File: src/rtl/rdma_stream_pkg.sv
// Data path sizing for the retransmission multiplexer.
// Beat width, request length width and queue depths.

`default_nettype none

package rdma_stream_pkg;

  // One data beat
  localparam int unsigned BEAT_BITS     = 64;
  localparam int unsigned BEAT_BYTES    = 8;
  localparam int unsigned BEAT_LOG_BITS = 3;

  // Request length in bytes, as carried on the data side
  localparam int unsigned LEN_BITS = 16;

  // Queue depths
  localparam int unsigned SEQ_DEPTH    = 8;
  localparam int unsigned DATA_Q_DEPTH = 4;

  // Beats per request minus one, with one spare bit
  localparam int unsigned CNT_BITS = LEN_BITS - BEAT_LOG_BITS + 1;

endpackage

`default_nettype wire
File: src/rtl/rdma_req_pkg.sv
// Request word layout for the retransmission multiplexer.
// Covers the request fields, the route classes and the memory command
// format built from a request. Shared by the router, the data mux and the top.

`default_nettype none

package rdma_req_pkg;

  // --------------------------------------------------
  // Request field widths
  // --------------------------------------------------
  localparam int unsigned OPCODE_BITS  = 5;
  localparam int unsigned VFID_BITS    = 4;
  localparam int unsigned PID_BITS     = 6;
  localparam int unsigned OST_BITS     = 4;
  localparam int unsigned REQ_LEN_BITS = 32;
  localparam int unsigned REQ_BITS     = 52;

  // Address layout, one PMTU per outstanding slot
  localparam int unsigned PMTU_LOG  = 12;
  localparam int unsigned MEM_SHIFT = 8;
  localparam int unsigned ADDR_BITS = 48;

  // Read response opcode range
  localparam int unsigned RD_RSP_FIRST = 13;
  localparam int unsigned RD_RSP_LAST  = 16;

  typedef struct packed {
    logic [OPCODE_BITS-1:0]  opcode;
    logic                    actv;
    logic [VFID_BITS-1:0]    vfid;
    logic [PID_BITS-1:0]     pid;
    logic [OST_BITS-1:0]     offs;
    logic [REQ_LEN_BITS-1:0] len;
  } req_fields_t;

  // Decoded view for routing, raw view for the user port
  typedef union packed {
    req_fields_t         f;
    logic [REQ_BITS-1:0] raw;
  } req_word_u;

  typedef struct packed {
    logic [ADDR_BITS-1:0]               addr;
    logic [rdma_stream_pkg::LEN_BITS-1:0] len;
  } mem_cmd_t;

  typedef enum logic [1:0] {
    ROUTE_RD_RSP,
    ROUTE_WR,
    ROUTE_RETRANS
  } route_t;

  function automatic logic is_rd_resp(input logic [OPCODE_BITS-1:0] opcode);
    return (opcode >= OPCODE_BITS'(RD_RSP_FIRST)) && (opcode <= OPCODE_BITS'(RD_RSP_LAST));
  endfunction

endpackage

`default_nettype wire

File: src/rtl/route_seq_if.sv
// Route queue entry with valid/ready handshake.
// Carries the route and byte length of one accepted request.

`timescale 1ns/1ps
`default_nettype none

interface route_seq_if;
  import rdma_req_pkg::*;
  import rdma_stream_pkg::*;

  logic                valid;
  logic                ready;
  route_t              route;
  logic [LEN_BITS-1:0] len;

  modport src (output valid, route, len, input ready);
  modport snk (input valid, route, len, output ready);

endinterface

`default_nettype wire

File: src/rtl/axis_beat_if.sv
// One data beat with valid/ready handshake.
// Links the data mux to the output queues.

`timescale 1ns/1ps
`default_nettype none

interface axis_beat_if;
  import rdma_stream_pkg::*;

  logic                  tvalid;
  logic                  tready;
  logic [BEAT_BITS-1:0]  tdata;
  logic [BEAT_BYTES-1:0] tkeep;
  // Carried along, never used for framing
  logic                  tlast;

  modport src (output tvalid, tdata, tkeep, tlast, input tready);
  modport snk (input tvalid, tdata, tkeep, tlast, output tready);

endinterface

`default_nettype wire

File: src/rtl/rdma_retrans_mux.sv
// Top level of the RDMA retransmission multiplexer.
// Sits between the network stack request/data ports and the user and memory
// sides of the RoCE stack. Plain valid/ready ports only.

`timescale 1ns/1ps
`default_nettype none

module rdma_retrans_mux (
  input  logic aclk,
  input  logic aresetn,
  // Requests from the network stack
  input  logic                                       s_req_valid,
  output logic                                       s_req_ready,
  input  logic [rdma_req_pkg::REQ_BITS-1:0]          s_req_data,
  // Command ports
  output logic                                       m_req_user_valid,
  input  logic                                       m_req_user_ready,
  output logic [rdma_req_pkg::REQ_BITS-1:0]          m_req_user_data,
  output logic                                       m_req_ddr_rd_valid,
  input  logic                                       m_req_ddr_rd_ready,
  output logic [$bits(rdma_req_pkg::mem_cmd_t)-1:0]  m_req_ddr_rd_data,
  output logic                                       m_req_ddr_wr_valid,
  input  logic                                       m_req_ddr_wr_ready,
  output logic [$bits(rdma_req_pkg::mem_cmd_t)-1:0]  m_req_ddr_wr_data,
  // Data sources
  input  logic                                       s_user_req_tvalid,
  output logic                                       s_user_req_tready,
  input  logic [rdma_stream_pkg::BEAT_BITS-1:0]      s_user_req_tdata,
  input  logic [rdma_stream_pkg::BEAT_BYTES-1:0]     s_user_req_tkeep,
  input  logic                                       s_user_req_tlast,
  input  logic                                       s_user_rsp_tvalid,
  output logic                                       s_user_rsp_tready,
  input  logic [rdma_stream_pkg::BEAT_BITS-1:0]      s_user_rsp_tdata,
  input  logic [rdma_stream_pkg::BEAT_BYTES-1:0]     s_user_rsp_tkeep,
  input  logic                                       s_user_rsp_tlast,
  input  logic                                       s_ddr_tvalid,
  output logic                                       s_ddr_tready,
  input  logic [rdma_stream_pkg::BEAT_BITS-1:0]      s_ddr_tdata,
  input  logic [rdma_stream_pkg::BEAT_BYTES-1:0]     s_ddr_tkeep,
  input  logic                                       s_ddr_tlast,
  // Data outputs
  output logic                                       m_net_tvalid,
  input  logic                                       m_net_tready,
  output logic [rdma_stream_pkg::BEAT_BITS-1:0]      m_net_tdata,
  output logic [rdma_stream_pkg::BEAT_BYTES-1:0]     m_net_tkeep,
  output logic                                       m_net_tlast,
  output logic                                       m_ddr_tvalid,
  input  logic                                       m_ddr_tready,
  output logic [rdma_stream_pkg::BEAT_BITS-1:0]      m_ddr_tdata,
  output logic [rdma_stream_pkg::BEAT_BYTES-1:0]     m_ddr_tkeep,
  output logic                                       m_ddr_tlast
);
  import rdma_req_pkg::*;
  import rdma_stream_pkg::*;

  route_seq_if seq_in ();
  route_seq_if seq_q ();
  axis_beat_if user_req ();
  axis_beat_if user_rsp ();
  axis_beat_if ddr_in ();
  axis_beat_if net_beat ();
  axis_beat_if ddr_beat ();

  mem_cmd_t                           ddr_cmd;
  logic [$bits(route_t)+LEN_BITS-1:0] seq_q_data;

  // --------------------------------------------------
  // Request side
  // --------------------------------------------------
  req_router router_i (
    .req_valid    (s_req_valid),
    .req_ready    (s_req_ready),
    .req_data     (s_req_data),
    .user_valid   (m_req_user_valid),
    .user_ready   (m_req_user_ready),
    .user_data    (m_req_user_data),
    .ddr_rd_valid (m_req_ddr_rd_valid),
    .ddr_rd_ready (m_req_ddr_rd_ready),
    .ddr_wr_valid (m_req_ddr_wr_valid),
    .ddr_wr_ready (m_req_ddr_wr_ready),
    .ddr_cmd      (ddr_cmd),
    .seq          (seq_in)
  );

  // One command word, qualified per port by its valid
  assign m_req_ddr_rd_data = ddr_cmd;
  assign m_req_ddr_wr_data = ddr_cmd;

  // Route queue keeps request order for the data side
  stream_fifo #(.WIDTH($bits(route_t) + LEN_BITS), .DEPTH(SEQ_DEPTH)) seq_fifo_i (
    .aclk,
    .aresetn,
    .wr_valid (seq_in.valid),
    .wr_ready (seq_in.ready),
    .wr_data  ({seq_in.route, seq_in.len}),
    .rd_valid (seq_q.valid),
    .rd_ready (seq_q.ready),
    .rd_data  (seq_q_data)
  );

  assign seq_q.route = route_t'(seq_q_data[LEN_BITS +: $bits(route_t)]);
  assign seq_q.len   = seq_q_data[LEN_BITS-1:0];

  // --------------------------------------------------
  // Data side
  // --------------------------------------------------
  assign user_req.tvalid   = s_user_req_tvalid;
  assign user_req.tdata    = s_user_req_tdata;
  assign user_req.tkeep    = s_user_req_tkeep;
  assign user_req.tlast    = s_user_req_tlast;
  assign s_user_req_tready = user_req.tready;

  assign user_rsp.tvalid   = s_user_rsp_tvalid;
  assign user_rsp.tdata    = s_user_rsp_tdata;
  assign user_rsp.tkeep    = s_user_rsp_tkeep;
  assign user_rsp.tlast    = s_user_rsp_tlast;
  assign s_user_rsp_tready = user_rsp.tready;

  assign ddr_in.tvalid = s_ddr_tvalid;
  assign ddr_in.tdata  = s_ddr_tdata;
  assign ddr_in.tkeep  = s_ddr_tkeep;
  assign ddr_in.tlast  = s_ddr_tlast;
  assign s_ddr_tready  = ddr_in.tready;

  beat_mux beat_mux_i (
    .aclk,
    .aresetn,
    .seq      (seq_q),
    .user_req (user_req),
    .user_rsp (user_rsp),
    .ddr_in   (ddr_in),
    .net_out  (net_beat),
    .ddr_out  (ddr_beat)
  );

  // Output queues, beat packed as data, keep, last
  stream_fifo #(.WIDTH(BEAT_BITS + BEAT_BYTES + 1), .DEPTH(DATA_Q_DEPTH)) net_fifo_i (
    .aclk,
    .aresetn,
    .wr_valid (net_beat.tvalid),
    .wr_ready (net_beat.tready),
    .wr_data  ({net_beat.tdata, net_beat.tkeep, net_beat.tlast}),
    .rd_valid (m_net_tvalid),
    .rd_ready (m_net_tready),
    .rd_data  ({m_net_tdata, m_net_tkeep, m_net_tlast})
  );

  stream_fifo #(.WIDTH(BEAT_BITS + BEAT_BYTES + 1), .DEPTH(DATA_Q_DEPTH)) ddr_fifo_i (
    .aclk,
    .aresetn,
    .wr_valid (ddr_beat.tvalid),
    .wr_ready (ddr_beat.tready),
    .wr_data  ({ddr_beat.tdata, ddr_beat.tkeep, ddr_beat.tlast}),
    .rd_valid (m_ddr_tvalid),
    .rd_ready (m_ddr_tready),
    .rd_data  ({m_ddr_tdata, m_ddr_tkeep, m_ddr_tlast})
  );

endmodule

`default_nettype wire

File: src/rtl/beat_mux.sv
// Data mux for the retransmission multiplexer.
// Takes one route queue entry per request, counts its beats and steers the
// selected source to the network queue, and on writes also to memory.

`timescale 1ns/1ps
`default_nettype none

module beat_mux (
  input  logic     aclk,
  input  logic     aresetn,
  route_seq_if.snk seq,
  axis_beat_if.snk user_req,
  axis_beat_if.snk user_rsp,
  axis_beat_if.snk ddr_in,
  axis_beat_if.src net_out,
  axis_beat_if.src ddr_out
);
  import rdma_req_pkg::*;
  import rdma_stream_pkg::*;

  typedef enum logic {
    ST_IDLE,
    ST_MUX
  } state_t;

  state_t              state;
  state_t              state_next;
  route_t              cur_route;
  route_t              route_next;
  logic [CNT_BITS-1:0] cnt;
  logic [CNT_BITS-1:0] cnt_next;
  logic [CNT_BITS-1:0] cnt_load;
  logic [LEN_BITS-1:0] len_m1;
  logic                beat_fire;
  logic                last_beat;

  // Beats minus one, length rounded up to whole beats
  assign len_m1   = seq.len - LEN_BITS'(1);
  assign cnt_load = CNT_BITS'(len_m1[LEN_BITS-1:BEAT_LOG_BITS]);

  // Handshake on the selected source, zero while idle
  always_comb begin
    case (cur_route)
      ROUTE_RD_RSP: beat_fire = user_rsp.tvalid & user_rsp.tready;
      ROUTE_WR:     beat_fire = user_req.tvalid & user_req.tready;
      default:      beat_fire = ddr_in.tvalid & ddr_in.tready;
    endcase
  end

  assign last_beat = beat_fire & (cnt == '0);

  // Next entry taken while idle or together with the last beat
  assign seq.ready = (state == ST_IDLE) | last_beat;

  // --------------------------------------------------
  // FSM and beat counter
  // --------------------------------------------------
  always_comb begin
    state_next = state;
    route_next = cur_route;
    cnt_next   = cnt;
    if (seq.valid && seq.ready) begin
      state_next = ST_MUX;
      route_next = seq.route;
      cnt_next   = cnt_load;
    end else if (last_beat) begin
      state_next = ST_IDLE;
    end else if (beat_fire) begin
      cnt_next = cnt - 1'b1;
    end
  end

  always_ff @(posedge aclk) begin
    if (!aresetn) begin
      state     <= ST_IDLE;
      cur_route <= ROUTE_RD_RSP;
      cnt       <= '0;
    end else begin
      state     <= state_next;
      cur_route <= route_next;
      cnt       <= cnt_next;
    end
  end

  // --------------------------------------------------
  // Steering
  // --------------------------------------------------
  always_comb begin
    user_req.tready = 1'b0;
    user_rsp.tready = 1'b0;
    ddr_in.tready   = 1'b0;
    net_out.tvalid  = 1'b0;
    ddr_out.tvalid  = 1'b0;
    if (state == ST_MUX) begin
      case (cur_route)
        ROUTE_RD_RSP: begin
          user_rsp.tready = net_out.tready;
          net_out.tvalid  = user_rsp.tvalid;
        end
        ROUTE_WR: begin
          // Both queues take the beat in the same cycle or neither does
          user_req.tready = net_out.tready & ddr_out.tready;
          net_out.tvalid  = user_req.tvalid & ddr_out.tready;
          ddr_out.tvalid  = user_req.tvalid & net_out.tready;
        end
        default: begin
          ddr_in.tready  = net_out.tready;
          net_out.tvalid = ddr_in.tvalid;
        end
      endcase
    end
  end

  // Network payload follows the current route
  always_comb begin
    case (cur_route)
      ROUTE_RD_RSP: begin
        net_out.tdata = user_rsp.tdata;
        net_out.tkeep = user_rsp.tkeep;
        net_out.tlast = user_rsp.tlast;
      end
      ROUTE_WR: begin
        net_out.tdata = user_req.tdata;
        net_out.tkeep = user_req.tkeep;
        net_out.tlast = user_req.tlast;
      end
      default: begin
        net_out.tdata = ddr_in.tdata;
        net_out.tkeep = ddr_in.tkeep;
        net_out.tlast = ddr_in.tlast;
      end
    endcase
  end

  // Memory copy of the write payload
  assign ddr_out.tdata = user_req.tdata;
  assign ddr_out.tkeep = user_req.tkeep;
  assign ddr_out.tlast = user_req.tlast;

  // No source is drained between transfers
  a_idle_quiet: assert property (@(posedge aclk) disable iff (!aresetn)
    (state == ST_IDLE) |-> !(user_req.tready || user_rsp.tready || ddr_in.tready));

endmodule

`default_nettype wire

File: src/rtl/req_router.sv
// Request classifier for the retransmission multiplexer.
// Sends each request to the user port or to one of the memory command ports,
// and records its route and length in the route queue in the same cycle.

`timescale 1ns/1ps
`default_nettype none

module req_router (
  input  logic                              req_valid,
  output logic                              req_ready,
  input  rdma_req_pkg::req_word_u           req_data,
  output logic                              user_valid,
  input  logic                              user_ready,
  output logic [rdma_req_pkg::REQ_BITS-1:0] user_data,
  output logic                              ddr_rd_valid,
  input  logic                              ddr_rd_ready,
  output logic                              ddr_wr_valid,
  input  logic                              ddr_wr_ready,
  output rdma_req_pkg::mem_cmd_t            ddr_cmd,
  route_seq_if.src                          seq
);
  import rdma_req_pkg::*;
  import rdma_stream_pkg::*;

  route_t               route;
  logic                 cmd_ready;
  logic [ADDR_BITS-1:0] base_addr;

  // --------------------------------------------------
  // Route decode
  // --------------------------------------------------
  always_comb begin
    if (!req_data.f.actv) begin
      // Inactive request means replay from memory
      route = ROUTE_RETRANS;
    end else if (is_rd_resp(req_data.f.opcode)) begin
      route = ROUTE_RD_RSP;
    end else begin
      route = ROUTE_WR;
    end
  end

  // Ready of the command port this request targets
  always_comb begin
    case (route)
      ROUTE_RD_RSP: cmd_ready = user_ready;
      ROUTE_WR:     cmd_ready = ddr_wr_ready;
      default:      cmd_ready = ddr_rd_ready;
    endcase
  end

  // Accept only when both the route queue and the command port can take it
  assign req_ready = seq.ready & cmd_ready;

  // Each side sees valid qualified by the other side's ready
  assign seq.valid    = req_valid & cmd_ready;
  assign user_valid   = req_valid & seq.ready & (route == ROUTE_RD_RSP);
  assign ddr_wr_valid = req_valid & seq.ready & (route == ROUTE_WR);
  assign ddr_rd_valid = req_valid & seq.ready & (route == ROUTE_RETRANS);

  assign seq.route = route;
  assign seq.len   = req_data.f.len[LEN_BITS-1:0];

  // --------------------------------------------------
  // Memory command
  // --------------------------------------------------
  // Slot address from vfid, pid and offset, one PMTU per slot
  assign base_addr = (ADDR_BITS'(req_data.f.vfid) << (PID_BITS + OST_BITS + PMTU_LOG))
                   | (ADDR_BITS'(req_data.f.pid) << (OST_BITS + PMTU_LOG))
                   | (ADDR_BITS'(req_data.f.offs) << PMTU_LOG);

  assign ddr_cmd.addr = base_addr << MEM_SHIFT;
  assign ddr_cmd.len  = req_data.f.len[LEN_BITS-1:0];

  // Read responses go out unchanged
  assign user_data = req_data.raw;

  // Only one command port is offered a request at a time
  always_comb begin
    a_one_cmd: assert final ($onehot0({user_valid, ddr_rd_valid, ddr_wr_valid}));
  end

endmodule

`default_nettype wire

File: src/rtl/stream_fifo.sv
// Synchronous FIFO with valid/ready on both sides.
// Used as route queue and as the two data output queues.
// Write side ready is not-full, read side valid is not-empty.

`timescale 1ns/1ps
`default_nettype none

module stream_fifo #(
  parameter int unsigned WIDTH = 8,
  parameter int unsigned DEPTH = 4
) (
  input  logic             aclk,
  input  logic             aresetn,
  input  logic             wr_valid,
  output logic             wr_ready,
  input  logic [WIDTH-1:0] wr_data,
  output logic             rd_valid,
  input  logic             rd_ready,
  output logic [WIDTH-1:0] rd_data
);

  logic [WIDTH-1:0]           mem [DEPTH];
  logic [$clog2(DEPTH)-1:0]   wr_ptr;
  logic [$clog2(DEPTH)-1:0]   rd_ptr;
  logic [$clog2(DEPTH+1)-1:0] count;
  logic                       wr_fire;
  logic                       rd_fire;

  // Flags straight from the fill count
  assign wr_ready = (32'(count) != DEPTH);
  assign rd_valid = (count != '0);
  assign wr_fire  = wr_valid & wr_ready;
  assign rd_fire  = rd_valid & rd_ready;

  // --------------------------------------------------
  // Pointers and fill count
  // --------------------------------------------------
  always_ff @(posedge aclk) begin
    if (!aresetn) begin
      wr_ptr <= '0;
      rd_ptr <= '0;
      count  <= '0;
    end else begin
      // Pointers wrap at DEPTH
      if (wr_fire) begin
        wr_ptr <= (32'(wr_ptr) == DEPTH - 1) ? '0 : wr_ptr + 1'b1;
      end
      if (rd_fire) begin
        rd_ptr <= (32'(rd_ptr) == DEPTH - 1) ? '0 : rd_ptr + 1'b1;
      end
      case ({wr_fire, rd_fire})
        2'b10:   count <= count + 1'b1;
        2'b01:   count <= count - 1'b1;
        default: count <= count;
      endcase
    end
  end

  // Storage
  always_ff @(posedge aclk) begin
    if (wr_fire) begin
      mem[wr_ptr] <= wr_data;
    end
  end

  assign rd_data = mem[rd_ptr];

  // Fill count stays in range across any mix of pushes and pops
  a_count_bound: assert property (@(posedge aclk) disable iff (!aresetn)
    32'(count) <= DEPTH);

  // Head entry holds while the reader stalls
  a_rd_stable: assert property (@(posedge aclk) disable iff (!aresetn)
    rd_valid && !rd_ready |=> $stable(rd_data));

endmodule

`default_nettype wire

File: config.mk
export PLATFORM = sky130hd
export DESIGN_NAME = rdma_retrans_mux
export DESIGN_NICKNAME = d
export VERILOG_FILES = /design/src/rtl/rdma_stream_pkg.sv /design/src/rtl/rdma_req_pkg.sv /design/src/rtl/route_seq_if.sv /design/src/rtl/axis_beat_if.sv /design/src/rtl/rdma_retrans_mux.sv /design/src/rtl/beat_mux.sv /design/src/rtl/req_router.sv /design/src/rtl/stream_fifo.sv
export SDC_FILE = /design/constraint.sdc
export NUM_CORES = 1
export LEC_CHECK = 0
export BUFFER_PORTS_ARGS = -buffer_cell sky130_fd_sc_hd__buf_2
export CAP_MARGIN = 5
export CORE_ASPECT_RATIO = 1.25
export CORE_MARGIN = 2
export CORE_UTILIZATION = 45
export DETAILED_ROUTE_END_ITERATION = 8
export PLACE_DENSITY = 0.75
export REMOVE_ABC_BUFFERS = 1
export SETUP_SLACK_MARGIN = 0.15
export SLEW_MARGIN = 20
export SYNTH_ARGS = -nofsm -noshare
export SYNTH_HDL_FRONTEND = slang
export SYNTH_HIERARCHICAL = 1
export SYNTH_SLANG_ARGS = --single-unit
export TNS_END_PERCENT = 30
File: constraint.sdc
create_clock -name aclk -period 9.34 [get_ports aclk]
set_clock_uncertainty 0.2 [all_clocks]
set_input_delay 1.401 -clock aclk [delete_from_list [all_inputs] [get_ports aclk]]
set_output_delay 1.401 -clock aclk [all_outputs]
set_load 0.02 [all_outputs]
* Word level (Yosys, flattened, before mapping)
Memories as Yosys holds them, arrays and structs flattened. A register that Yosys moved wholly into a read port is not among the register bits.
Cells that the tools add are included.
** Cells by class
- Add/sub/neg operators :: 14
- $mul :: 0
- Div/mod/pow operators :: 0
- Order comparisons :: 2
- Equality and inequality tests :: 19
- Shifts and indexed selects :: 0
- Muxes and demuxes :: 43
- Bitwise operators :: 25
- Reductions and logical operators :: 17
** Operator list (count)
- $pmux W64 S2 :: 1
- $or A40 B16 Y40 :: 1
- $mux W13 :: 3
- $or A26 B22 Y26 :: 1
- $and A1 B1 Y1 :: 19
- $mux W1 :: 18
- $mux W2 :: 9
- $eq A2 B2 Y1 const B :: 8
- $pmux W8 S2 :: 1
- $sub A16 B1 Y16 const B :: 1
- $logic_not A14 Y1 :: 1
- $sub A14 B1 Y14 const B :: 1
- $add A3 B1 Y3 const B :: 4
- $mux W3 :: 4
- $pmux W3 S2 :: 2
- $eq A2 B1 Y1 const B :: 5
- $reduce_bool A2 Y1 :: 5
- $add A2 B1 Y2 const B :: 4
- $pmux W1 S2 :: 4
- $pmux W4 S2 :: 1
- $eq A3 B3 Y1 const B :: 2
- $ne A3 B3 Y1 const B :: 2
- $reduce_bool A3 Y1 :: 2
- $sub A3 B1 Y3 const B :: 2
- 13 further kinds :: 19
** Word-level totals
- Register bits after elaboration :: 41
- Latch bits :: 0
- RAM bits :: 728
- Memory bits (read-only) :: 0
- Bits of input ports :: 282
- Output and inout bits :: 335
- Logic and storage cells :: 136
- Memories :: 3
** Memory list
- ddr_fifo_i.mem :: words 4, bits a word 73, rd ports 1, clocked after memory_dff 1, write ports 1, line stream_fifo.sv:22 : logic [WIDTH-1:0] mem [DEPTH];
- net_fifo_i.mem :: words 4, bits a word 73, rd ports 1, clocked after memory_dff 1, write ports 1, line stream_fifo.sv:22
- seq_fifo_i.mem :: words 8, bits a word 18, rd ports 1, clocked after memory_dff 1, write ports 1, line stream_fifo.sv:22

* Depth between registers and ports, before layout
Gate-level depths: netlist of the first run.
- Depth in word-level cells :: 11
- Mapped depth :: 17
- Depth with buffers taken out :: 15

* Hierarchy
The synthesis of the first run kept the hierarchy.
** Modules (own cells, without submodules)
- stream_fifo at ddr_fifo_i ... :: instances 2, cells an instance 437, area each 11005.6 um2, sequential area each 8948.6 um2
- stream_fifo at seq_fifo_i :: instances 1, cells an instance 285, area each 6261.0 um2, sequential area each 4584.4 um2
- beat_mux :: instances 1, cells an instance 479, area each 3279.4 um2, sequential area each 340.3 um2
- req_router :: instances 1, cells an instance 150, area each 1098.6 um2, sequential area each 0.0 um2
- rdma_retrans_mux :: instances 1, cells an instance 64, area each 480.5 um2, sequential area each 0.0 um2

* Worst setup path before layout of the first run
OpenSTA, ideal clock, no wires.
- Path kind :: input to register
- Start point :: input s_req_data[49] (netlist name)
- End point :: memory seq_fifo_i/mem[0][0] (netlist name), enable pin
- Setup time :: 0.439 ns
- Data arrival time :: 4.460 ns
- Data required time :: 8.701 ns
- Setup slack :: 4.241 ns
- Cell stages on the path :: 5
- Path buffers :: 0
- Path through :: nor4_1 > a221oi_1 > a211oi_1 > nand2_8 > nor4_1
** Between the ends
- Cells in the longest elaborated chain, start to end :: 10
- Elaborated cells between the ends (all ways) :: 12
- Those cells by class :: 2 x order compare; 1 x eq/ne; 5 x mux; 2 x bitwise; 2 x reduce/logical
** Ends and longest elaborated chain
- start, declared :: line rdma_retrans_mux.sv:14 : input logic [rdma_req_pkg::REQ_BITS-1:0] s_req_data,
- $ge A5 B4 Y1 or $le A5 B5 Y1 (tied branches) :: line rdma_req_pkg.sv:55 : return (opcode >= OPCODE_BITS'(RD_RSP_FIRST)) && (opcode <= OPCODE_BITS'(RD_RSP_LAST));
- $logic_and A1 B1 Y1 (*) :: line rdma_req_pkg.sv:55
- $mux W1 (*) :: line req_router.sv:36 : end else if (is_rd_resp(req_data.f.opcode)) begin
- $mux W2 (*) :: line req_router.sv:33 : if (!req_data.f.actv) begin
- $eq A2 B1 Y1 or $logic_not A2 Y1 (tied branches) :: line req_router.sv:45 : case (route)
- $pmux W1 S2 (*) :: line req_router.sv:45
- $and A1 B1 Y1 (*) :: line req_router.sv:56 : assign seq.valid = req_valid & cmd_ready;
- via seq_in.valid :: line route_seq_if.sv:11 : logic valid;
- $and A1 B1 Y1 (*) :: line stream_fifo.sv:32 : assign wr_fire = wr_valid & wr_ready;
- $mux W1 (*) :: line stream_fifo.sv:61 : if (wr_fire) begin
- $mux W1 (not written as such) (*) :: line stream_fifo.sv:62 : mem[wr_ptr] <= wr_data;
- end, declared :: line stream_fifo.sv:22
The timed path passes the listed nets; every way through them passes the cells marked *.

==> results.md, run 1 <==
* Worst Setup Start Kind: flop
* Sequential fraction of the synthesis area at 0.689
* Slack of the critical path at 4590 ps
* R2r setup slk at 5210 ps
* Die Span X at between 200 and 250 microns
* Post-CTS Hold Fix Bufs at 0
* Dpl ws at 4560 ps
* Max-slew violations at 0
* Power Density at 270 nW/um^2
* GR Util met2 at 0.335
* Die ar. at 75800 sq um
* Fin area at 37300 sq um
* Postcts setup bufs at 0
* Avg WL per Cell at ~23 microns
* Global Route met1 Usage at 0.224
* Row count at 111
* GRT overflow at 0
* Status: complete, no violations
* RePlAce Congestion at 0.772
* Yosys top cell area share at 0.660
* Crit path time final at 4750 ps
* Hold/Removal Path Class: reg -> reg
* Slew HR at 0.347
* Unique masters post-synth at 63
* Leakage power at around 13 nW
* Area leader, netlist: edfxtp_1
* Actual slew at the worst max-slew pin at 969 ps
* Area growth, synth to finish at 12.6%
* Seq pwr share at 0.441
* Largest net degree at the start of global routing at 90
* Ranking of synthesized cells by area: edfxtp_1 (66%), mux4_2 (9.9%), buf_4 (6.4%)
* Peak VDD IR at 0.185 mV
* Nets at roughly 2400
* Initial antenna violation count at 5
* Area after DPL at 34600 sq um
* CTS buffer count at 77
* Achievable Freq at 0.211 GHz
* #FFs+latches synth at 776
* DRT Wirelength at 73000 microns
* Post-Syn Area at 33100 sq um
* Clk root buf: clkbuf_16
* Vias in the first global route at 17387
* CTS tree: built
* Combinational share of power at 0.244
* Final setup fails at 0
* DR DRC count at 0
* Sw Ratio at 0.300
* Worst Path Max Fanout at 40
* Sw power at between 3 and 4 mW
* Gate Count Post-Synth at 1852
* R2R depth at 16
* CTS sink cnt at 776
* CP arrival at 3150 ps
* Req. time, crit path at 7740 ps
* Clock share of power at 0.315
* DRT iter0 DRCs at 982
* Chip height at 307 microns
* CTS resizes at 0
* First-pass GRT wire length at between 100000 and 150000 microns
* TritonRoute pass-1 iters at 5
* Fin crit share at 0.508
* Hold depth at 2
* Vias/cell at 5.43
* Crit end category: output pin
* I/O pin cnt at 617
* Synth cell count leaders: edfxtp_1 (728), buf_4 (283), mux4_2 (146), nand2_1 (106), o21ai_0 (89)
* Ys Warns at 6
* Mean Syn Cell Area at 17.9 sq um
* Most used DFF post-synth: edfxtp_1
* Skew-Pair Late Insertion Delay at 630 ps
* Final ANT Viol Nets at 0
* Clk buf depth at 3
* Int Pwr at ~7.1 mW
* Critical setup path kind: reg -> out
* Port bufs at 460
* Most frequent cell after synthesis: edfxtp_1
* Via count at between 15000 and 20000
* RSZ-0062 raised after global routing: false
* FFs w/ async S/R, synth at 0
* Core region area at 73100 sq um
* Fin Hold WS at 294 ps
* Fillers at 5836
* DPL Wire Length at 48100 microns
* GRT busiest layer: met2
* Post-synth EDFFs at around 730
* Met3 usage at 0.0483
* Starting Density at 0.454
* Clk slew on worst S/H paths at 60 ps
* Share of layout cells above drive strength 1 at 0.372
* Fin. Hold Viols at 0
* H-tree levels at 3
* Fin Setup TNS at 0 ps
* Total power at just over 10 mW
* GRT Overall Usage at 0.189
* Number of max-cap violations at 0
## kinds of logic (layout without fill, tap and decap cells)
| logic type | after synthesis | in the layout | share of synthesized area |
|---|---|---|---|
| flip-flops | 776 | 776 | 0.689 |
| AND/OR/NAND/NOR | 227 | 227 | 0.0344 |
| buffers and inverters | 374 | 652 | 0.0766 |
| adder cells (fa/ha/maj) | 23 | 23 | 0.00914 |
| AO/OA/AOI/OAI | 149 | 149 | 0.0269 |
| other | 1 | 36 | 0.000113 |
| multiplexers | 280 | 280 | 0.158 |
| XOR/XNOR | 22 | 22 | 0.00582 |
## metal layers
metal	share of wire	routed length (microns)	vias up
li1	-	-	7477
met1	0.38	27500	8641
met2	0.52	37800	736
met3	0.079	5790	116
met4	0.026	1860	2
met5	0.00022	16	-
## critical path, cell delays in order, from the launching register on
cell and delay, ps:
dfxtp_4 880, buf_4 780, mux4_2 600, buf_2 180
## power groups by stage
stage                     clock network [mW]  registers (mW)  logic [mW]
after detailed placement                   0            4.53        2.49
after global routing                    3.37            4.48        2.66
after CTS                               3.25            4.46        2.49
after global placement                     0            4.50        2.40
after floorplan                            0            4.60        1.52
final                                   3.18            4.45        2.46
## cell type report
| class | instances | area, sq um | area share |
|---|---|---|---|
| diodes | 2 | 5.00 | 0.000134 |
| clock buffers | 89 | 1970 | 0.0529 |
| clock inverters | 53 | 688 | 0.0184 |
| repair buffers | 489 | 2560 | 0.0687 |
| well taps | 960 | 1200 | 0.0322 |
| flip-flops and latches | 776 | 22800 | 0.612 |
| multi-input cells | 735 | 7950 | 0.213 |
| inverters | 21 | 78.8 | 0.00211 |
## cell usage in the layout (no fill, tap or decap), types with 12 or more instances in the layout
cell	n
clkbuf_1	12
ha_1	21
mux4_2	146
o21ai_0	89
edfxtp_1	728
nor2_1	20
dfxtp_1	42
buf_4	22
nor3_1	13
xnor2_1	14
nand3_1	13
mux4_1	36
clkbuf_16	77
a21oi_1	12
clkinv_2	16
mux2_2	19
nand2_1	106
conb_1	34
mux2i_1	79
inv_1	21
buf_2	460
## worst paths after layout
check	endpoint	startpoint
setup reg to reg	seq_fifo_i/count[2]	ddr_fifo_i/count[2]
setup / recovery	m_ddr_tdata[52]	flop
hold reg to reg	seq_fifo_i/count[3]	seq_fifo_i/count[3]
hold / removal	seq_fifo_i/count[3]	seq_fifo_i/count[3]
## registers in the layout (all words and copies together) (netlist names), named ones only
signal / cells
ddr_fifo_i/mem: 292
beat_mux_i/cur_route: 2
ddr_fifo_i/rd_ptr: 2
seq_fifo_i/count: 4
net_fifo_i/mem: 292
net_fifo_i/wr_ptr: 2
seq_fifo_i/rd_ptr: 3
ddr_fifo_i/count: 3
beat_mux_i/cnt: 14
seq_fifo_i/mem: 144
net_fifo_i/count: 3
beat_mux_i/state: 1
net_fifo_i/rd_ptr: 2
seq_fifo_i/wr_ptr: 3
ddr_fifo_i/wr_ptr: 2
## through the flow
stage / util / cells
finish: 0.511 / 3125
detailed placement: 0.474 / 2980
CTS: 0.510 / 3122
global placement: 0.474 / 2980
global route: 0.511 / 3124
floorplan: - / 1532
Note: power is estimated with default switching activity, not from simulation.
==> run 2: changes to the inputs <==
--- a/config.mk
+++ b/config.mk
@@ -11,7 +11,7 @@
 export CORE_MARGIN = 2
 export CORE_UTILIZATION = 45
 export DETAILED_ROUTE_END_ITERATION = 8
-export PLACE_DENSITY = 0.75
+export PLACE_DENSITY = 0.77
 export REMOVE_ABC_BUFFERS = 1
 export SETUP_SLACK_MARGIN = 0.15
 export SLEW_MARGIN = 20
==> constraint.sdc (replaced) <==
create_clock -name aclk -period 4.2 [get_ports aclk]
set_clock_uncertainty 0.2 [all_clocks]
set_input_delay 0.63 -clock aclk [delete_from_list [all_inputs] [get_ports aclk]]
set_output_delay 0.63 -clock aclk [all_outputs]
set_load 0.02 [all_outputs]
==> run 2 against run 1 <==
Compared with the run above: die area unchanged; wire length up 1.3%; global-route usage up 0.17 points; design area up 0.72%; setup slack worse by 4200 ps; critical endpoint is now seq_fifo_i/count[2]; largest cell class unchanged; highest routed layer unchanged.
==> results.md, run 2 (synthesized netlist as in run 1, its figures left out) <==
* DRT Wirelength at 73900 microns
* Hold/Removal Path Class: in -> reg
* Avg WL per Cell at roughly 23 microns
* Crit end category: flop
* Req. time, crit path at 4510 ps
* H-tree levels at 3
* Vias in the first global route at 17762
* Met3 Wirelength at 6610 microns
* Core region area at 73100 sq um
* Clk slew on worst S/H paths at 60 ps
* I/O pin cnt at 617
* Peak VDD IR at 0.420 mV
* Postcts setup bufs at 0
* Critical-path cell list: or3b_1 -> and3_1 -> o31ai_1 -> nor2_1 -> a31oi_2 -> inv_1 -> nand2_1 -> inv_1 -> ha_1 -> xor2_1 -> ha_1 -> a21oi_1 -> xor2_1 -> or3_1 -> a21boi_0
* Final setup fails at 0
* Actual slew at the worst max-slew pin at 915 ps
* Area growth, synth to finish at 13.4%
* Fin crit share at 0.897
* RePlAce Congestion at 0.789
* Chip height at 307 microns
* Port bufs at 460
* Most common cell after layout, fill and taps aside: edfxtp_1
* GRT Overall Usage at 0.190
* Crit path time final at 3770 ps
* Clk buf depth at 3
* Max incr delay on CP at 500 ps
* Worst Setup Start Kind: flop
* Largest net degree at the start of global routing at between 90 and 100
* CP arrival at between 4000 and 5000 ps
* RSZ-0062 raised after global routing: false
* Nets at 2430
* CTS tree: built
* Slack of the critical path at approximately 430 ps
* Worst Path Max Fanout at 8
* Leakage power at 12.7 nW
* Status: complete, no violations
* Commonest cells after routing, fill and taps aside: edfxtp_1 (728), buf_2 (460), mux4_2 (146)
* Metal-1 WL at 28200 microns
* CTS sink cnt at ~780
* CTS buffer count at between 70 and 80
* First-pass GRT wire length at 108000 microns
* Die ar. at 75800 sq um
* Dpl ws at 390 ps
* GRT overflow at 0
* Clk root buf: clkbuf_16
* DRT iter0 DRCs at between 1000 and 1500
* Skew-Pair Late Insertion Delay at approximately 630 ps
* R2R depth at 15
* Row count at 111
* Hold depth at 1
* Fillers at 5733
* Slew HR at 0.390
* R2r setup slk at 430 ps
* DR DRC count at 0
* Hold Crit Endpoint: ddr_fifo_i/mem[1][14]
* Metal2 WL at approximately 37000 microns
* Max-slew violations at 0
* Initial antenna violation count at 6
* Fin. Hold Viols at 0
* Via count at 17312
* Share of layout cells above drive strength 1 at 0.368
* Achievable Freq at 0.265 GHz
* Vias/cell at approximately 5.5
* DPL Wire Length at 48500 microns
* Power Density at 594 nW/um^2
* Hold_sp: s_user_req_tdata[5]
* Number of max-cap violations at 0
* Starting Density at 0.454
* Reg2Reg Launch Point: ddr_fifo_i/count[2]
* Top flop regs: ddr_fifo_i/mem x292, net_fifo_i/mem x292, seq_fifo_i/mem x144
* Final ANT Viol Nets at 0
* Die Span X at approximately 250 microns
* TritonRoute pass-1 iters at 5
* Critical setup path kind: reg -> reg
* Fin Setup TNS at 0 ps
* Worst r2r dst: seq_fifo_i/count[2]
* Max layer used: met5
* CP max-delay cell: or3b_1
-- run 2: cell count changes in the layout (fill, tap and decap cells not counted), moves of 4 or more --
| cell | delta |
|---|---|
| dlygate4sd3_1 | +20 |
| buf_12 | +11 |
| clkinv_1 | +4 |
| clkinv_2 | -7 |
| buf_6 | -6 |
-- run 2: stage by stage --
| step | total power, mW | util | std cells | hold WS [ps] | cell area (sq um) |
|---|---|---|---|---|---|
| floorplan | 13.6 | - | 1532 | 250 | 30800 |
| global placement | 15.3 | 0.476 | 2988 | 265 | 34800 |
| detailed placement | 15.6 | 0.476 | 2988 | 287 | 34800 |
| CTS | 22.5 | 0.514 | 3142 | 0.626 | 37600 |
| global route | 23.3 | 0.514 | 3144 | 21.0 | 37600 |
| finish | 22.3 | 0.514 | 3146 | 51.9 | 37600 |
-- run 2: how the worst max path moves through the flow --
stage / from / endpoint / slack [ps]
final: ddr_fifo_i/count[2] / seq_fifo_i/count[2] / 430
after global routing: ddr_fifo_i/count[2] / seq_fifo_i/count[2] / 170
after CTS: ddr_fifo_i/count[2] / seq_fifo_i/count[2] / 360
after detailed placement: ddr_fifo_i/count[2] / seq_fifo_i/count[2] / 390
after global placement: ddr_fifo_i/count[2] / seq_fifo_i/count[2] / 490
after floorplan: beat_mux_i/cur_route[0] / net_fifo_i/mem[3][0] / -1970
-- run 2: what timing repair did --
item / in CTS / in global routing
hold buffers: 20 / 0
endpoints found under the setup margin: 0 / 1
gates resized for setup: 0 / 1
hold endpoints to repair: 69 / 0
-- run 2: power breakdown --
group	internal [mW]	switching (mW)	total, mW
clock	4.01	2.89	6.90
combinational	2.13	3.41	5.54
sequential	9.50	0.398	9.90
-- run 2: area by class of cell --
type / instances / area [sq um] / area share
tap: 960 / 1200 / 0.0320
multi-input combinational: 735 / 7960 / 0.212
timing repair buffer: 516 / 2910 / 0.0775
antenna: 4 / 10.0 / 0.000266
clock buffer: 87 / 1950 / 0.0519
sequential: 776 / 22800 / 0.608
clock inverter: 47 / 618 / 0.0164
inverter: 21 / 78.8 / 0.00210
-- run 2: critical path: cells and delay by family, from the launching register on --
kind	cells	cell delay [ps]
XOR/XNOR	2	260
buffers and inverters	2	190
AND/OR/NAND/NOR	5	1290
flip-flops	1	380
adder cells (fa/ha/maj)	2	450
AO/OA/AOI/OAI	4	880
-- run 2: routing by layer --
layer / global-route usage / vias to the layer above
met1: 0.234 / 8857
met4: 0.0569 / 6
met5: 0.00131 / -
li1: - / 7524
met2: 0.328 / 811
met3: 0.0525 / 114
==> run 3: changes to the inputs <==
--- a/config.mk
+++ b/config.mk
@@ -6,12 +6,12 @@
 export NUM_CORES = 1
 export LEC_CHECK = 0
 export BUFFER_PORTS_ARGS = -buffer_cell sky130_fd_sc_hd__buf_2
-export CAP_MARGIN = 5
+export CAP_MARGIN = 10
 export CORE_ASPECT_RATIO = 1.25
 export CORE_MARGIN = 2
-export CORE_UTILIZATION = 45
+export CORE_UTILIZATION = 50
 export DETAILED_ROUTE_END_ITERATION = 8
-export PLACE_DENSITY = 0.77
+export PLACE_DENSITY = 0.84
 export REMOVE_ABC_BUFFERS = 1
 export SETUP_SLACK_MARGIN = 0.15
 export SLEW_MARGIN = 20
==> run 3 against run 2 <==
Compared with the run above: worst hold slack lost 1.2 ps; wire length grew 6.8%; core utilization grew 5.6 points; power grew 0.41%; sequential power is essentially flat; non-clock buffer count shrank 1; first-iteration DRC count grew 9.5%; final cell count shrank 3.3%; critical endpoint unchanged; register-to-register slack gained 20 ps; highest routed layer unchanged; largest power group unchanged.
==> results.md, run 3 (synthesized netlist as in run 1, its figures left out) <==
* Int Pwr at about 16 mW
* Vias/cell at 5.84
* Hold_sp: s_user_req_tdata[27]
* Buf/Inv on CP at 2
* Chip height at 292 microns
* Avg WL per Cell at 25.9 microns
* Placed Cells at slightly below 3000
* Crit path time final at 3750 ps
* Port bufs at 460
* Die ar. at 68300 sq um
* TritonRoute pass-1 iters at 6
* Max incr delay on CP at 490 ps
* Fin. Hold Viols at 0
* Die Span X at around 230 microns
* Crit path from: ddr_fifo_i/count[2]
* Vias in the first global route at 18336
* CTS sink cnt at just under 800
* Worst r2r dst: seq_fifo_i/count[2]
* Core Util, Final at 0.570
* Combinational share of power at 0.254
* CTS tree: built
* RSZ-0062 raised after global routing: false
* Area growth, synth to finish at 12.8%
* Clk slew on worst S/H paths at 70 ps
* Largest net degree at the start of global routing at 83
* Crit end category: flop
* Share of layout cells above drive strength 1 at 0.374
* Fin Hold WS at 50.6 ps
* DRT iter0 DRCs at 1343
* Worst Path Max Fanout at 8
* Row count at 105
* Seq pwr share at 0.440
* Clk buf depth at 3
* Worst Setup Start Kind: flop
* CTS buffer count at 75
* DR DRC count at 0
* H-tree levels at 3
* Achievable Freq at 0.267 GHz
* Leakage power at 12.6 nW
* R2r setup slk at around 450 ps
* Hold/Removal Path Class: in -> reg
* Peak VDD IR at 0.476 mV
* Top delay family on crit path: simple AND/OR/NAND/NOR gates
* R2R depth at 15
* GRT overflow at 0
* Actual slew at the worst max-slew pin at 863 ps
* CP arrival at 4090 ps
* DPL Wire Length at 50800 microns
* Number of max-cap violations at 0
* Setup crit end: seq_fifo_i/count[2]
* CP max-delay cell: or3b_1
* I/O pin cnt at 617
* Clk root buf: clkbuf_16
* Reg2Reg Launch Point: ddr_fifo_i/count[2]
* Nets at 2429
* RePlAce Congestion at 0.844
* WP depth at 15
* Fin crit share at 0.892
* Status: complete, no violations
* Max-slew violations at 0
* DRT Wirelength at 78900 microns
* Final ANT Viol Nets at 0
* Req. time, crit path at 4540 ps
* Clock share of power at 0.306
* Final setup fails at 0
* Skew-Pair Late Insertion Delay at 610 ps
* Starting Density at 0.505
* Most common cell after layout, fill and taps aside: edfxtp_1
* Layout Cells excl Fill at 3043
* Top flop regs: ddr_fifo_i/mem x292, net_fifo_i/mem x292, seq_fifo_i/mem x144
* Power Density at 600 nW/um^2
* Postcts setup bufs at 0
* GRT Overall Usage at 0.225
* Critical-path cell list: or3b_1 -> and3_1 -> o31ai_2 -> nor2_1 -> a31oi_1 -> inv_1 -> nand2_1 -> inv_1 -> ha_1 -> xor2_1 -> ha_1 -> a21oi_1 -> xor2_1 -> or3_1 -> a21boi_0
* First-pass GRT wire length at 113000 microns
* Sw Ratio at 0.307
* Sw power at 6.88 mW
* Commonest cells after routing, fill and taps aside: edfxtp_1 (728), buf_2 (460), mux4_2 (146)
* Via count at around 18000
* Initial antenna violation count at 6
* Core region area at roughly 66000 sq um
* Slew HR at 0.419
* Critical setup path kind: reg -> reg
-- run 3: cell types whose count changed in the layout (fill, tap and decap cells not counted), sizes merged --
cell,previous run,this run
clkinv,28,34
dlygate4sd3,20,14
buf,496,501
clkinvlp,4,8
clkbuf,87,84
inv,26,23
bufinv,10,9
diode,4,3
-- run 3: power by group through the flow --
| stage | sequential (mW) | clock, mW | combinational [mW] |
|---|---|---|---|
| final | 9.87 | 6.85 | 5.70 |
| after global routing | 9.93 | 7.29 | 6.06 |
| after CTS | 9.88 | 7.00 | 5.69 |
| after detailed placement | 10.0 | 0 | 5.62 |
| after global placement | 9.97 | 0 | 5.40 |
| after floorplan | 10.2 | 0 | 3.39 |
-- run 3: layout make-up --
type / instances / area [sq um]
fillers: 4729 / 28200
clock buffers: 84 / 1910
multi-input cells: 735 / 7960
clock inverters: 53 / 647
diodes: 3 / 7.51
well taps: 856 / 1070
repair buffers: 515 / 2850
flip-flops and latches: 776 / 22800
inverters: 21 / 78.8
-- run 3: how the worst min path moves through the flow --
stage	end	cells past startpoint	slack, ps
2_1_floorplan	seq_fifo_i/count[3]	2	250
3_3_place_gp	seq_fifo_i/count[3]	2	260
3_5_place_dp	flop	2	300
4_1_cts	ddr_fifo_i/mem[2][27]	1	0.6
5_1_grt	ddr_fifo_i/mem[3][27]	1	20
6_report	ddr_fifo_i/mem[0][36]	1	50
-- run 3: metal layers --
| metal | global-route usage | part of all wire |
|---|---|---|
| met5 | 0.0254 | 0.0025 |
| met4 | 0.0817 | 0.032 |
| met2 | 0.388 | 0.51 |
| met1 | 0.260 | 0.35 |
| met3 | 0.0731 | 0.10 |
-- run 3: worst register-to-register path, stage by stage (launching register included) --
cell	delay, ps
dfxtp_1	370
or3b_1	490
and3_1	230
o31ai_2	310
nor2_1	90
a31oi_1	260
inv_1	130
nand2_1	150
inv_1	90
ha_1	260
xor2_1	180
ha_1	190
a21oi_1	160
xor2_1	100
or3_1	310
a21boi_0	160
-- run 3: what timing repair did --
action / CTS / global route
hold endpoints to repair: 52 / 0
gates resized for setup: 0 / 1
hold buffers: 14 / 0
endpoints found under the setup margin: 0 / 1
-- run 3: per-stage QoR --
step / worst slack [ps] / TNS (ps) / cell area [sq um] / total power [mW]
floorplan: -1970 / -710340 / 30800 / 13.6
global placement: 557 / 0 / 34700 / 15.4
detailed placement: 436 / 0 / 34700 / 15.7
CTS: 414 / 0 / 37400 / 22.6
global route: 153 / 0 / 37400 / 23.3
finish: 454 / 0 / 37400 / 22.4
